$ cat src/rtl/hci_pkg.sv
// Threshold and depth CSR fields are 8 bits wide, so queue depths above 255 do not fit the map
`default_nettype none

package hci_pkg;

  localparam int unsigned CsrDataWidth = 32;
  localparam int unsigned CsrAddrWidth = 4;
  localparam int unsigned ThldWidth = 8;

  // CSR byte addresses
  localparam logic [CsrAddrWidth-1:0] CmdPortAddr = 4'h0;
  localparam logic [CsrAddrWidth-1:0] RespPortAddr = 4'h4;
  localparam logic [CsrAddrWidth-1:0] ThldCtrlAddr = 4'h8;
  localparam logic [CsrAddrWidth-1:0] QueueStatusAddr = 4'hC;

  localparam logic [ThldWidth-1:0] ThldResetValue = 8'd1;

  // Command is written low dword first
  typedef struct packed {
    logic [CsrDataWidth-1:0] hi;
    logic [CsrDataWidth-1:0] lo;
  } cmd_entry_t;

  typedef logic [CsrDataWidth-1:0] resp_entry_t;

  typedef struct packed {
    logic                    req;
    logic                    is_wr;
    logic [CsrAddrWidth-1:0] addr;
    logic [CsrDataWidth-1:0] wr_data;
  } csr_req_t;

  typedef struct packed {
    logic                    rd_ack;
    logic                    rd_err;
    logic                    wr_ack;
    logic                    wr_err;
    logic [CsrDataWidth-1:0] rd_data;
  } csr_rsp_t;

endpackage

`default_nettype wire

$ cat src/rtl/hci_queue.sv
// Caller must never push while full nor pop while empty; there is no internal guard
`default_nettype none

module hci_queue #(
  parameter type entry_t = logic [31:0],
  parameter int unsigned Depth = 8,
  parameter int unsigned ThldWidth = 8,
  localparam int unsigned DepthWidth = $clog2(Depth + 1)
) (
  input  wire logic                  aclk,
  input  wire logic                  rst_n_i,

  input  wire logic                  push_i,
  input  wire entry_t                push_data_i,

  input  wire logic                  pop_i,
  output      entry_t                head_o,

  input  wire logic [ThldWidth-1:0]  thld_i,
  output      logic [DepthWidth-1:0] depth_o,

  output      logic                  empty_o,
  output      logic                  full_o,
  output      logic                  thld_trig_o
);

  localparam int unsigned PtrWidth = (Depth > 1) ? $clog2(Depth) : 1;

  entry_t mem [Depth];

  logic [PtrWidth-1:0]   wr_ptr;
  logic [PtrWidth-1:0]   rd_ptr;
  logic [DepthWidth-1:0] count;

  // Wrap explicitly so non power of two depths work
  function automatic logic [PtrWidth-1:0] ptr_inc(input logic [PtrWidth-1:0] ptr);
    if (ptr == PtrWidth'(Depth - 1)) begin
      return '0;
    end
    return ptr + 1'b1;
  endfunction

  always_ff @(posedge aclk) begin
    if (push_i) begin
      mem[wr_ptr] <= push_data_i;
    end
  end

  always_ff @(posedge aclk or negedge rst_n_i) begin
    if (!rst_n_i) begin
      wr_ptr <= '0;
      rd_ptr <= '0;
    end else begin
      if (push_i) begin
        wr_ptr <= ptr_inc(wr_ptr);
      end
      if (pop_i) begin
        rd_ptr <= ptr_inc(rd_ptr);
      end
    end
  end

  // Simultaneous push and pop leaves count alone
  always_ff @(posedge aclk or negedge rst_n_i) begin
    if (!rst_n_i) begin
      count <= '0;
    end else begin
      case ({push_i, pop_i})
        2'b10:   count <= count + 1'b1;
        2'b01:   count <= count - 1'b1;
        default: count <= count;
      endcase
    end
  end

  // Show-ahead head
  assign head_o  = mem[rd_ptr];
  assign depth_o = count;
  assign empty_o = (count == '0);
  assign full_o  = (count == DepthWidth'(Depth));

  assign thld_trig_o = (count != '0) && (count >= thld_i);

  // Producers upstream own the legality of every access
  assert property (@(posedge aclk) disable iff (!rst_n_i) push_i |-> !full_o)
    else $error("queue push while full");

  assert property (@(posedge aclk) disable iff (!rst_n_i) pop_i |-> !empty_o)
    else $error("queue pop while empty");

endmodule

`default_nettype wire

$ cat src/rtl/hci_csr.sv
// One request per cycle with no stall; ack follows one cycle later, depths above 255 truncate
`default_nettype none

module hci_csr #(
  parameter int unsigned CmdDepthWidth = 4,
  parameter int unsigned RespDepthWidth = 4
) (
  input  wire logic                         aclk,
  input  wire logic                         rst_n_i,

  input  wire hci_pkg::csr_req_t            csr_req_i,
  output      hci_pkg::csr_rsp_t            csr_rsp_o,

  output      logic                         cmd_push_o,
  output      hci_pkg::cmd_entry_t          cmd_data_o,
  input  wire logic                         cmd_full_i,
  input  wire logic [CmdDepthWidth-1:0]     cmd_depth_i,

  output      logic                         resp_pop_o,
  input  wire hci_pkg::resp_entry_t         resp_head_i,
  input  wire logic                         resp_empty_i,
  input  wire logic [RespDepthWidth-1:0]    resp_depth_i,

  output      logic [hci_pkg::ThldWidth-1:0] cmd_thld_o,
  output      logic [hci_pkg::ThldWidth-1:0] resp_thld_o
);

  logic                              lo_pending;
  logic [hci_pkg::CsrDataWidth-1:0]  lo_word;
  logic                              lo_store;
  logic                              thld_we;
  logic                              err_d;
  logic [hci_pkg::CsrDataWidth-1:0]  rd_data_d;

  logic                              rd_ack_q;
  logic                              rd_err_q;
  logic                              wr_ack_q;
  logic                              wr_err_q;
  logic [hci_pkg::CsrDataWidth-1:0]  rd_data_q;

  // High dword comes straight from the bus on the second write
  assign cmd_data_o = '{hi: csr_req_i.wr_data, lo: lo_word};

  always_comb begin
    cmd_push_o = 1'b0;
    resp_pop_o = 1'b0;
    lo_store   = 1'b0;
    thld_we    = 1'b0;
    err_d      = 1'b0;
    rd_data_d  = '0;
    if (csr_req_i.req) begin
      if (csr_req_i.is_wr) begin
        case (csr_req_i.addr)
          hci_pkg::CmdPortAddr: begin
            if (!lo_pending) begin
              lo_store = 1'b1;
            end else if (cmd_full_i) begin
              // Low word stays pending for a retry
              err_d = 1'b1;
            end else begin
              cmd_push_o = 1'b1;
            end
          end
          hci_pkg::ThldCtrlAddr: thld_we = 1'b1;
          default:               err_d = 1'b1;
        endcase
      end else begin
        case (csr_req_i.addr)
          hci_pkg::RespPortAddr: begin
            if (resp_empty_i) begin
              err_d = 1'b1;
            end else begin
              resp_pop_o = 1'b1;
              rd_data_d  = resp_head_i;
            end
          end
          hci_pkg::ThldCtrlAddr: begin
            rd_data_d = hci_pkg::CsrDataWidth'({resp_thld_o, cmd_thld_o});
          end
          hci_pkg::QueueStatusAddr: begin
            rd_data_d = hci_pkg::CsrDataWidth'({8'(resp_depth_i), 8'(cmd_depth_i)});
          end
          default: err_d = 1'b1;
        endcase
      end
    end
  end

  always_ff @(posedge aclk or negedge rst_n_i) begin
    if (!rst_n_i) begin
      rd_ack_q <= 1'b0;
      rd_err_q <= 1'b0;
      wr_ack_q <= 1'b0;
      wr_err_q <= 1'b0;
    end else begin
      rd_ack_q <= csr_req_i.req & ~csr_req_i.is_wr;
      rd_err_q <= err_d & ~csr_req_i.is_wr;
      wr_ack_q <= csr_req_i.req & csr_req_i.is_wr;
      wr_err_q <= err_d & csr_req_i.is_wr;
    end
  end

  always_ff @(posedge aclk) begin
    if (csr_req_i.req && !csr_req_i.is_wr) begin
      rd_data_q <= rd_data_d;
    end
  end

  assign csr_rsp_o = '{
    rd_ack: rd_ack_q,
    rd_err: rd_err_q,
    wr_ack: wr_ack_q,
    wr_err: wr_err_q,
    rd_data: rd_data_q
  };

  always_ff @(posedge aclk or negedge rst_n_i) begin
    if (!rst_n_i) begin
      cmd_thld_o  <= hci_pkg::ThldResetValue;
      resp_thld_o <= hci_pkg::ThldResetValue;
      lo_pending  <= 1'b0;
    end else begin
      if (thld_we) begin
        cmd_thld_o  <= csr_req_i.wr_data[7:0];
        resp_thld_o <= csr_req_i.wr_data[15:8];
      end
      if (lo_store) begin
        lo_pending <= 1'b1;
      end else if (cmd_push_o) begin
        lo_pending <= 1'b0;
      end
    end
  end

  always_ff @(posedge aclk) begin
    if (lo_store) begin
      lo_word <= csr_req_i.wr_data;
    end
  end

  assert property (@(posedge aclk) disable iff (!rst_n_i)
    csr_req_i.req |-> !$isunknown({csr_req_i.is_wr, csr_req_i.addr}))
    else $error("csr request with unknown address or direction");

endmodule

`default_nettype wire

$ cat src/rtl/hci_queues_top.sv
// Controller side uses valid/ready levels; software side is the plain CSR strobe port
`default_nettype none

module hci_queues_top #(
  parameter int unsigned CmdFifoDepth = 8,
  parameter int unsigned RespFifoDepth = 8,
  localparam int unsigned CmdDepthWidth = $clog2(CmdFifoDepth + 1),
  localparam int unsigned RespDepthWidth = $clog2(RespFifoDepth + 1)
) (
  input  wire logic                      aclk,
  input  wire logic                      rst_n_i,

  input  wire hci_pkg::csr_req_t         csr_req_i,
  output      hci_pkg::csr_rsp_t         csr_rsp_o,

  // Command queue, controller reads
  output      logic                      hci_cmd_rvalid_o,
  input  wire logic                      hci_cmd_rready_i,
  output      hci_pkg::cmd_entry_t       hci_cmd_rdata_o,
  output      logic [CmdDepthWidth-1:0]  hci_cmd_depth_o,
  output      logic                      hci_cmd_full_o,
  output      logic                      hci_cmd_empty_o,
  output      logic                      hci_cmd_ready_thld_trig_o,

  // Response queue, controller writes
  input  wire logic                      hci_resp_wvalid_i,
  output      logic                      hci_resp_wready_o,
  input  wire hci_pkg::resp_entry_t      hci_resp_wdata_i,
  output      logic [RespDepthWidth-1:0] hci_resp_depth_o,
  output      logic                      hci_resp_full_o,
  output      logic                      hci_resp_empty_o,
  output      logic                      hci_resp_ready_thld_trig_o
);

  logic                          cmd_push;
  hci_pkg::cmd_entry_t           cmd_data;
  logic [hci_pkg::ThldWidth-1:0] cmd_thld;
  logic                          resp_pop;
  hci_pkg::resp_entry_t          resp_head;
  logic [hci_pkg::ThldWidth-1:0] resp_thld;

  assign hci_cmd_rvalid_o  = ~hci_cmd_empty_o;
  assign hci_resp_wready_o = ~hci_resp_full_o;

  hci_csr #(
    .CmdDepthWidth (CmdDepthWidth),
    .RespDepthWidth(RespDepthWidth)
  ) xcsr (
    .aclk        (aclk),
    .rst_n_i     (rst_n_i),
    .csr_req_i   (csr_req_i),
    .csr_rsp_o   (csr_rsp_o),
    .cmd_push_o  (cmd_push),
    .cmd_data_o  (cmd_data),
    .cmd_full_i  (hci_cmd_full_o),
    .cmd_depth_i (hci_cmd_depth_o),
    .resp_pop_o  (resp_pop),
    .resp_head_i (resp_head),
    .resp_empty_i(hci_resp_empty_o),
    .resp_depth_i(hci_resp_depth_o),
    .cmd_thld_o  (cmd_thld),
    .resp_thld_o (resp_thld)
  );

  hci_queue #(
    .entry_t  (hci_pkg::cmd_entry_t),
    .Depth    (CmdFifoDepth),
    .ThldWidth(hci_pkg::ThldWidth)
  ) xcmd_queue (
    .aclk       (aclk),
    .rst_n_i    (rst_n_i),
    .push_i     (cmd_push),
    .push_data_i(cmd_data),
    .pop_i      (hci_cmd_rvalid_o & hci_cmd_rready_i),
    .head_o     (hci_cmd_rdata_o),
    .thld_i     (cmd_thld),
    .depth_o    (hci_cmd_depth_o),
    .empty_o    (hci_cmd_empty_o),
    .full_o     (hci_cmd_full_o),
    .thld_trig_o(hci_cmd_ready_thld_trig_o)
  );

  hci_queue #(
    .entry_t  (hci_pkg::resp_entry_t),
    .Depth    (RespFifoDepth),
    .ThldWidth(hci_pkg::ThldWidth)
  ) xresp_queue (
    .aclk       (aclk),
    .rst_n_i    (rst_n_i),
    .push_i     (hci_resp_wvalid_i & hci_resp_wready_o),
    .push_data_i(hci_resp_wdata_i),
    .pop_i      (resp_pop),
    .head_o     (resp_head),
    .thld_i     (resp_thld),
    .depth_o    (hci_resp_depth_o),
    .empty_o    (hci_resp_empty_o),
    .full_o     (hci_resp_full_o),
    .thld_trig_o(hci_resp_ready_thld_trig_o)
  );

endmodule

`default_nettype wire

$ cat config.mk
export PLATFORM = sky130hd
export DESIGN_NAME = hci_queues_top
export DESIGN_NICKNAME = d
export VERILOG_FILES = /design/src/rtl/hci_pkg.sv /design/src/rtl/hci_queue.sv /design/src/rtl/hci_csr.sv /design/src/rtl/hci_queues_top.sv
export SDC_FILE = /design/constraint.sdc
export NUM_CORES = 1
export LEC_CHECK = 0
export ABC_AREA = 1
export BUFFER_PORTS_ARGS = -buffer_cell sky130_fd_sc_hd__buf_2
export CELL_PAD_IN_SITES_DETAIL_PLACEMENT = 0
export CELL_PAD_IN_SITES_GLOBAL_PLACEMENT = 1
export CORE_AREA = 2 2 384 234
export CTS_BUF_LIST = sky130_fd_sc_hd__clkbuf_4
export DETAILED_ROUTE_END_ITERATION = 8
export DIE_AREA = 0 0 386 236
export HOLD_SLACK_MARGIN = 0.06
export PLACE_DENSITY_LB_ADDON = 0.15
export SLEW_MARGIN = 10
export SYNTH_ARGS = -nofsm -noshare
export SYNTH_HDL_FRONTEND = slang
export SYNTH_SLANG_ARGS = --single-unit
$ cat constraint.sdc
create_clock -name aclk -period 16.81 [get_ports aclk]
set_input_delay 3.362 -clock aclk [delete_from_list [all_inputs] [get_ports aclk]]
set_output_delay 3.362 -clock aclk [all_outputs]
set_load 0.05 [all_outputs]
[Word level (Yosys, flattened, before mapping)]
Memories as Yosys holds them, arrays and structs flattened.
Cells that the tools add are included.
Operators by class
  reductions and logical operators: 14
  eq/ne operators: 13
  mux-type cells: 49
  $add $sub $neg: 8
  $lt $le $gt $ge: 2
  bitwise logic cells: 10
Operators with widths (count)
  32-bit case mux with 3 select lines: 1
  1-bit two-way mux: 35
  32-bit two-way mux: 1
  3-bit two-way mux: 8
  4-bit equality test (second input constant): 4
  4-bit by 8-bit >= comparator with 1-bit output: 2
  4-bit case mux with 2 select lines: 2
  3-bit by 1-bit adder with 3-bit output (second input constant): 4
  3-bit equality test (second input constant): 4
  4-bit logical NOT: 3
  4-bit by 1-bit adder with 4-bit output (second input constant): 2
  4-bit nonzero test: 2
  4-bit by 1-bit subtractor with 4-bit output (second input constant): 2
  1-bit AND: 6
  2-bit nonzero test: 3
  2-bit by 1-bit equality test with 1-bit output (second input constant): 2
  2-bit equality test (second input constant): 2
  4-bit by 3-bit equality test with 1-bit output (second input constant): 1
  1-bit NOT: 4
  1-bit case mux with 2 select lines: 2
  2-bit OR reduction: 2
  1-bit logical AND: 3
  1-bit logical NOT: 1
Word-level totals
  input port bits: 74
  memories: 2
  output and inout port bits: 116
  register bits after elaboration: 105
  memory bits (writable): 768
Memories
  xcmd_queue.mem: depth 8, bits a word 64, rd ports 1, clocked after Yosys merged registers in 0, wr ports 1, line hci_queue.sv:29  | entry_t mem [Depth];
  xresp_queue.mem: depth 8, bits a word 32, rd ports 1, clocked after Yosys merged registers in 0, wr ports 1, line hci_queue.sv:29

[Logic depth before layout (Yosys ltp)]
  depth in word-level cells: 8
  depth in mapped cells: 15
  depth with buffers taken out: 15

[Modules after synthesis]
A second synthesis with hierarchy kept.
Second synthesis, totals
  cells, all modules: 3854
  area total of the unflattened synthesis: 38204.1 um^2
Modules (own cells, without submodules)
  hci_queue at xcmd_queue: area each 22703.0 um^2, sequential area each 15625.0 um^2, cells each 2310, times used 1
  hci_queue at xresp_queue: area each 11737.5 um^2, sequential area each 7937.6 um^2, cells each 1205, times used 1
  hci_csr: area each 3736.1 um^2, sequential area each 2449.8 um^2, cells each 333, times used 1
  hci_queues_top: area each 27.5 um^2, sequential area each 0.0 um^2, cells each 6, times used 1

[Worst setup path before layout]
No wires, ideal clock.
  kind: input to register
  start: in csr_req_i[33] (netlist name)
  end: mem xcmd_queue.mem[5][0] (netlist name) (enable)
  required time: 16245 ps
  data arrival time: 8377 ps
  buffers on the path: 0
  setup time: 565 ps
  stages: 5
  setup slack: 7868 ps
  path through: nor2_1 nand4_1 nor2_2 nand2_1 nor3_1
Between the ends
  word-level cells in the longest chain between the ends: 6
Ends and longest elaborated chain
  start: declaration: line hci_queues_top.sv:13  | input wire hci_pkg::csr_req_t csr_req_i,
  4-bit logical NOT: line hci_csr.sv:53  | case (csr_req_i.addr)
  1-bit two-way mux: line hci_csr.sv:53
  1-bit two-way mux: line hci_csr.sv:52  | if (csr_req_i.is_wr) begin
  1-bit two-way mux: line hci_csr.sv:51  | if (csr_req_i.req) begin
  1-bit two-way mux: line hci_queue.sv:44  | if (push_i) begin
  1-bit two-way mux (not written as such): line hci_queue.sv:45  | mem[wr_ptr] <= push_data_i;
  end: declaration: line hci_queue.sv:29
Every way passes these cells.

==> reports/qor.csv <==
stage,metric,value,unit
worst_setup_path,worst path cell trace,inv_6 -> buf_4 -> o21ai_0 -> o21ai_1 -> nand2_1 -> nand2_1 -> buf_2,
clock_tree,clock sink total,873,
clock_tree,hold_buf cts,0,
global_route,initial antenna violation count,11,
yosys,Yosys top cell by area,sky130_fd_sc_hd__edfxtp_1,
worst_setup_path,endpoint class of the critical path,output pin,
timing,final count of negative-setup-slack endpoints,0,
outcome,run status,completed,
worst_setup_path,setup slack of the worst register-to-register path,13.41,ns
yosys,number of register bits inferred by synthesis,873,
placement,post-detail-place hpwl,50000,µm
cells_and_area,Filler Cells Inserted,8235,
clock_tree,number of buffers on the longest clock path,3,
floorplanning,overall die height,236,µm
global_route,wire length of the first global-routing pass,137000,µm
worst_setup_path,total number of cells along the worst setup path,7,
clock_tree,worst skew pair latency,1.13,ns
global_route,pin count of the biggest net entering global routing,111,
global_route,aggregate global routing overflow,0,
yosys,area share of the largest cell type after synthesis,72.1,%
power,share of power burned in the clock network,24.9,%
detailed_routing,vias,22300,
floorplanning,number of top-level design ports,190,
worst_setup_path,Crit Path Max Fanout,103,
floorplanning,Die W,386,µm
power,power spent charging and discharging nets,2730,µW
power,power density of the placed cells,168,nW/µm²
detailed_routing,iteration-0 DRC count of the detailed router,1631,
timing,final worst path period need,7.57,ns
floorplanning,initial core utilization,39.3,%
timing,crit share post-route,45.0,%
worst_setup_path,Top delay family on crit path,buffers and inverters,
placement,Port Buffers,189,
power,register share of total power,40.6,%
yosys,primary flip-flop cell chosen by synthesis mapping,sky130_fd_sc_hd__edfxtp_1,
detailed_routing,final routed DRC violation total,0,
worst_setup_path,Worst setup startpoint,xcmd_queue.rd_ptr[0],
floorplanning,Core Footprint,88200,µm²
worst_setup_path,cell repeated most along the worst path,sky130_fd_sc_hd__nand2_1,
worst_hold_path,worst hold path class,reg -> reg,
timing,Hold Fails Final Rpt,0,
worst_setup_path,origin of the critical flop-to-flop path,xresp_queue.rd_ptr[0],
power,cell internal pwr,3870,µW
worst_setup_path,CP arrival,4.21,ns
worst_setup_path,worst path bufs/invs,3,
yosys,number of enable-type register cells in the synthesized netlist,832,
clock_tree,total CTS buffers,208,
worst_setup_path,reg-to-reg endpoint,xcsr.rd_data_q[27],
yosys,cells taking the most area after synthesis,"sky130_fd_sc_hd__edfxtp_1, sky130_fd_sc_hd__nor2_1, sky130_fd_sc_hd__nand2_1",
clock_tree,post-cts gate resize count,0,
power,switching part of the total,41.4,%
cells_and_area,combined flip-flop and latch cell area,26000,µm²
timing,Worst Clk Skew,0.0637,ns
timing,final slew viol count,0,
floorplanning,area of the die,91100,µm²
clock_tree,H-Tree Level Count,4,
detailed_routing,routed wirelength normalized by instance count,21.1,µm
clock_tree,root buffer cell,sky130_fd_sc_hd__clkbuf_4,
yosys,syn avg cell area,12.4,µm²
worst_setup_path,Worst Setup EP,hci_cmd_rdata_o[45],
detailed_routing,Detailed Route WL,93000,µm
worst_setup_path,critical path class,reg -> out,
cells_and_area,number of nets in the layout,3175,
detailed_routing,routed vias/inst,5.07,
yosys,fraction of registers with async set or reset after synthesis,4.70,%
placement,routability cong.,0.747,
timing,Max transition margin,27.2,%
clock_tree,"Clk pin slew, worst setup/hold paths",0.07,ns
worst_setup_path,reg2reg path depth,6,
yosys,warning count from the yosys run,0,
global_route,GRT Resource Usage Total,20.5,%
worst_setup_path,delay of the slowest critical-path stage,0.90,ns
detailed_routing,count of nets left with antenna violations after detail routing,0,
power,worst voltage drop across the vdd grid,133,µV
worst_setup_path,cell with the largest stage delay on the worst path,sky130_fd_sc_hd__buf_4,
cells_and_area,share of post-route cells with drive strength above 1,17.9,%
timing,upper clock frequency limit,132,MHz
worst_setup_path,kind of launch point of the worst setup path,flip-flop,
cells_and_area,Layout Utilization,44.4,%
floorplanning,row cnt,85,
worst_setup_path,Crit path required time,13.45,ns
timing,slew at the pin closest to its max-slew limit,1.09,ns
yosys,most numerous cell in the Yosys netlist,sky130_fd_sc_hd__edfxtp_1,
power,part of the power in combinational logic,34.5,%
clock_tree,clock tree from TritonCTS,done,
yosys,netlist area before placement,34700,µm²
global_route,via count of the first global-routing pass,21900,
timing,RSZ-0062 raised after global routing,false,
power,Static Leak,0.0141,µW
cells_and_area,total area of multi-input combinational cells,7670,µm²
yosys,synthesized net count,2894,
yosys,list of most frequent post-synthesis cells,"sky130_fd_sc_hd__edfxtp_1, sky130_fd_sc_hd__nor2_1, sky130_fd_sc_hd__nand2_1, sky130_fd_sc_hd__o21ai_0, sky130_fd_sc_hd__o21ai_1",
clock_tree,buffers inserted during post-CTS setup optimization,0,
yosys,share of synthesized area occupied by flip-flops and latches,75.0,%
run,max cap viols,0,
yosys,number of cells produced by synthesis,2797,
yosys,"Distinct cells, synth",38,
timing,aggregate negative setup slack,0,ns
detailed_routing,count of TritonRoute iterations in the first routing pass,5,
cells_and_area,Area Growth Syn to Fin,13.0,%
==> layout by cell type, fill, tap and decap left out, types with 3 or more instances in the layout <==
master | Yosys | final
sky130_fd_sc_hd__a21oi_1 | 30 | 30
sky130_fd_sc_hd__buf_2 | 45 | 189
sky130_fd_sc_hd__buf_4 | 11 | 43
sky130_fd_sc_hd__clkbuf_4 | 0 | 287
sky130_fd_sc_hd__clkinv_1 | 0 | 57
sky130_fd_sc_hd__clkinv_2 | 0 | 6
sky130_fd_sc_hd__clkinv_4 | 0 | 3
sky130_fd_sc_hd__dfrtp_1 | 39 | 34
sky130_fd_sc_hd__dfrtp_4 | 0 | 3
sky130_fd_sc_hd__diode_2 | 0 | 4
sky130_fd_sc_hd__edfxtp_1 | 832 | 832
sky130_fd_sc_hd__ha_1 | 22 | 22
sky130_fd_sc_hd__inv_1 | 54 | 51
sky130_fd_sc_hd__inv_2 | 3 | 10
sky130_fd_sc_hd__inv_6 | 0 | 3
sky130_fd_sc_hd__nand2_1 | 485 | 485
sky130_fd_sc_hd__nand3_1 | 99 | 99
sky130_fd_sc_hd__nor2_1 | 521 | 512
sky130_fd_sc_hd__nor2_4 | 1 | 10
sky130_fd_sc_hd__nor3_2 | 1 | 10
sky130_fd_sc_hd__o21ai_0 | 268 | 268
sky130_fd_sc_hd__o21ai_1 | 229 | 229
sky130_fd_sc_hd__o22ai_1 | 15 | 15
sky130_fd_sc_hd__xnor2_1 | 3 | 3
sky130_fd_sc_hd__xor2_1 | 3 | 3
==> worst reg2reg max path, stage by stage (launching register included) <==
cell,delay (ns)
sky130_fd_sc_hd__dfrtp_4,0.92
sky130_fd_sc_hd__clkinv_2,0.85
sky130_fd_sc_hd__buf_4,0.64
sky130_fd_sc_hd__o21ai_0,0.36
sky130_fd_sc_hd__o21ai_0,0.17
sky130_fd_sc_hd__o21ai_1,0.16
sky130_fd_sc_hd__nor2_1,0.05
==> through the flow <==
stage / instances / power (µW) / worst slack (ns) / cell area [µm²] / hold slack, ns
2_1_floorplan: 2797 / 4370 / 7.87 / 34700 / 0.453
3_3_place_gp: 4041 / 5000 / 10.10 / 36700 / 0.476
3_5_place_dp: 4041 / 5020 / 10.10 / 36700 / 0.484
4_1_cts: 4403 / 6690 / 8.81 / 39100 / 0.496
5_1_grt: 4406 / 7030 / 8.84 / 39200 / 0.511
6_report: 4408 / 6600 / 9.24 / 39200 / 0.491
==> power groups by stage <==
stage	Sequential [µW]	Clock [µW]	Combinational, µW
2_1_floorplan	2640	0	1730
3_3_place_gp	2720	0	2280
3_5_place_dp	2730	0	2290
4_1_cts	2680	1710	2310
5_1_grt	2700	1810	2510
6_report	2680	1640	2280
==> area by class of cell <==
| type | instances | area share (%) |
|---|---|---|
| antenna | 4 | 0.0255 |
| multi-input combinational | 1705 | 19.6 |
| clock buffer | 287 | 5.50 |
| timing repair buffer | 233 | 3.29 |
| inverter | 57 | 0.562 |
| clock inverter | 75 | 0.875 |
| sequential | 873 | 66.4 |
| tap | 1174 | 3.75 |
==> layer usage <==
metal / up-vias / GRT usage (%) / part of all wire, %
li1: 10600 / - / -
met1: 10900 / 30.5 / 48
met2: 689 / 29.1 / 43
met5: - / 0 / 0.023
met4: 4 / 8.17 / 2.1
met3: 139 / 4.19 / 6.5
==> worst min path at each step <==
stage                   startpoint                  end  slack [ns]  cells after the start
4_1_cts         xcsr.cmd_thld_o[0]   xcsr.cmd_thld_o[0]        0.50                      2
2_1_floorplan   xcsr.cmd_thld_o[0]   xcsr.cmd_thld_o[0]        0.45                      2
5_1_grt         xcsr.cmd_thld_o[0]   xcsr.cmd_thld_o[0]        0.51                      2
3_5_place_dp   xcsr.resp_thld_o[0]  xcsr.resp_thld_o[0]        0.48                      2
6_report        xcsr.cmd_thld_o[0]   xcsr.cmd_thld_o[0]        0.49                      2
3_3_place_gp   xcsr.resp_thld_o[0]  xcsr.resp_thld_o[0]        0.48                      2
==> logic make-up after synthesis <==
family,synth area share [%]
buffers and inverters,3.18
adders and majority gates,0.852
AOI/OAI and AO/OA,7.99
DFF,75.0
xor gates and xnor gates,0.152
and+or+nand+nor,12.8
==> state kept, by name (all words and copies together) (netlist names) <==
name	flops
xcmd_queue.mem	512
xresp_queue.mem	256
xcsr.lo_word	32
xcsr.rd_data_q	32
xcsr.cmd_thld_o	8
xcsr.resp_thld_o	8
xcmd_queue.depth_o	4
xresp_queue.depth_o	4
xcmd_queue.rd_ptr	3
xcmd_queue.wr_ptr	3
xresp_queue.rd_ptr	3
xresp_queue.wr_ptr	3
xcsr.lo_pending	1
xcsr.rd_ack_q	1
xcsr.rd_err_q	1
xcsr.wr_ack_q	1
xcsr.wr_err_q	1
No activity file was read; power rests on OpenSTA's default activity.
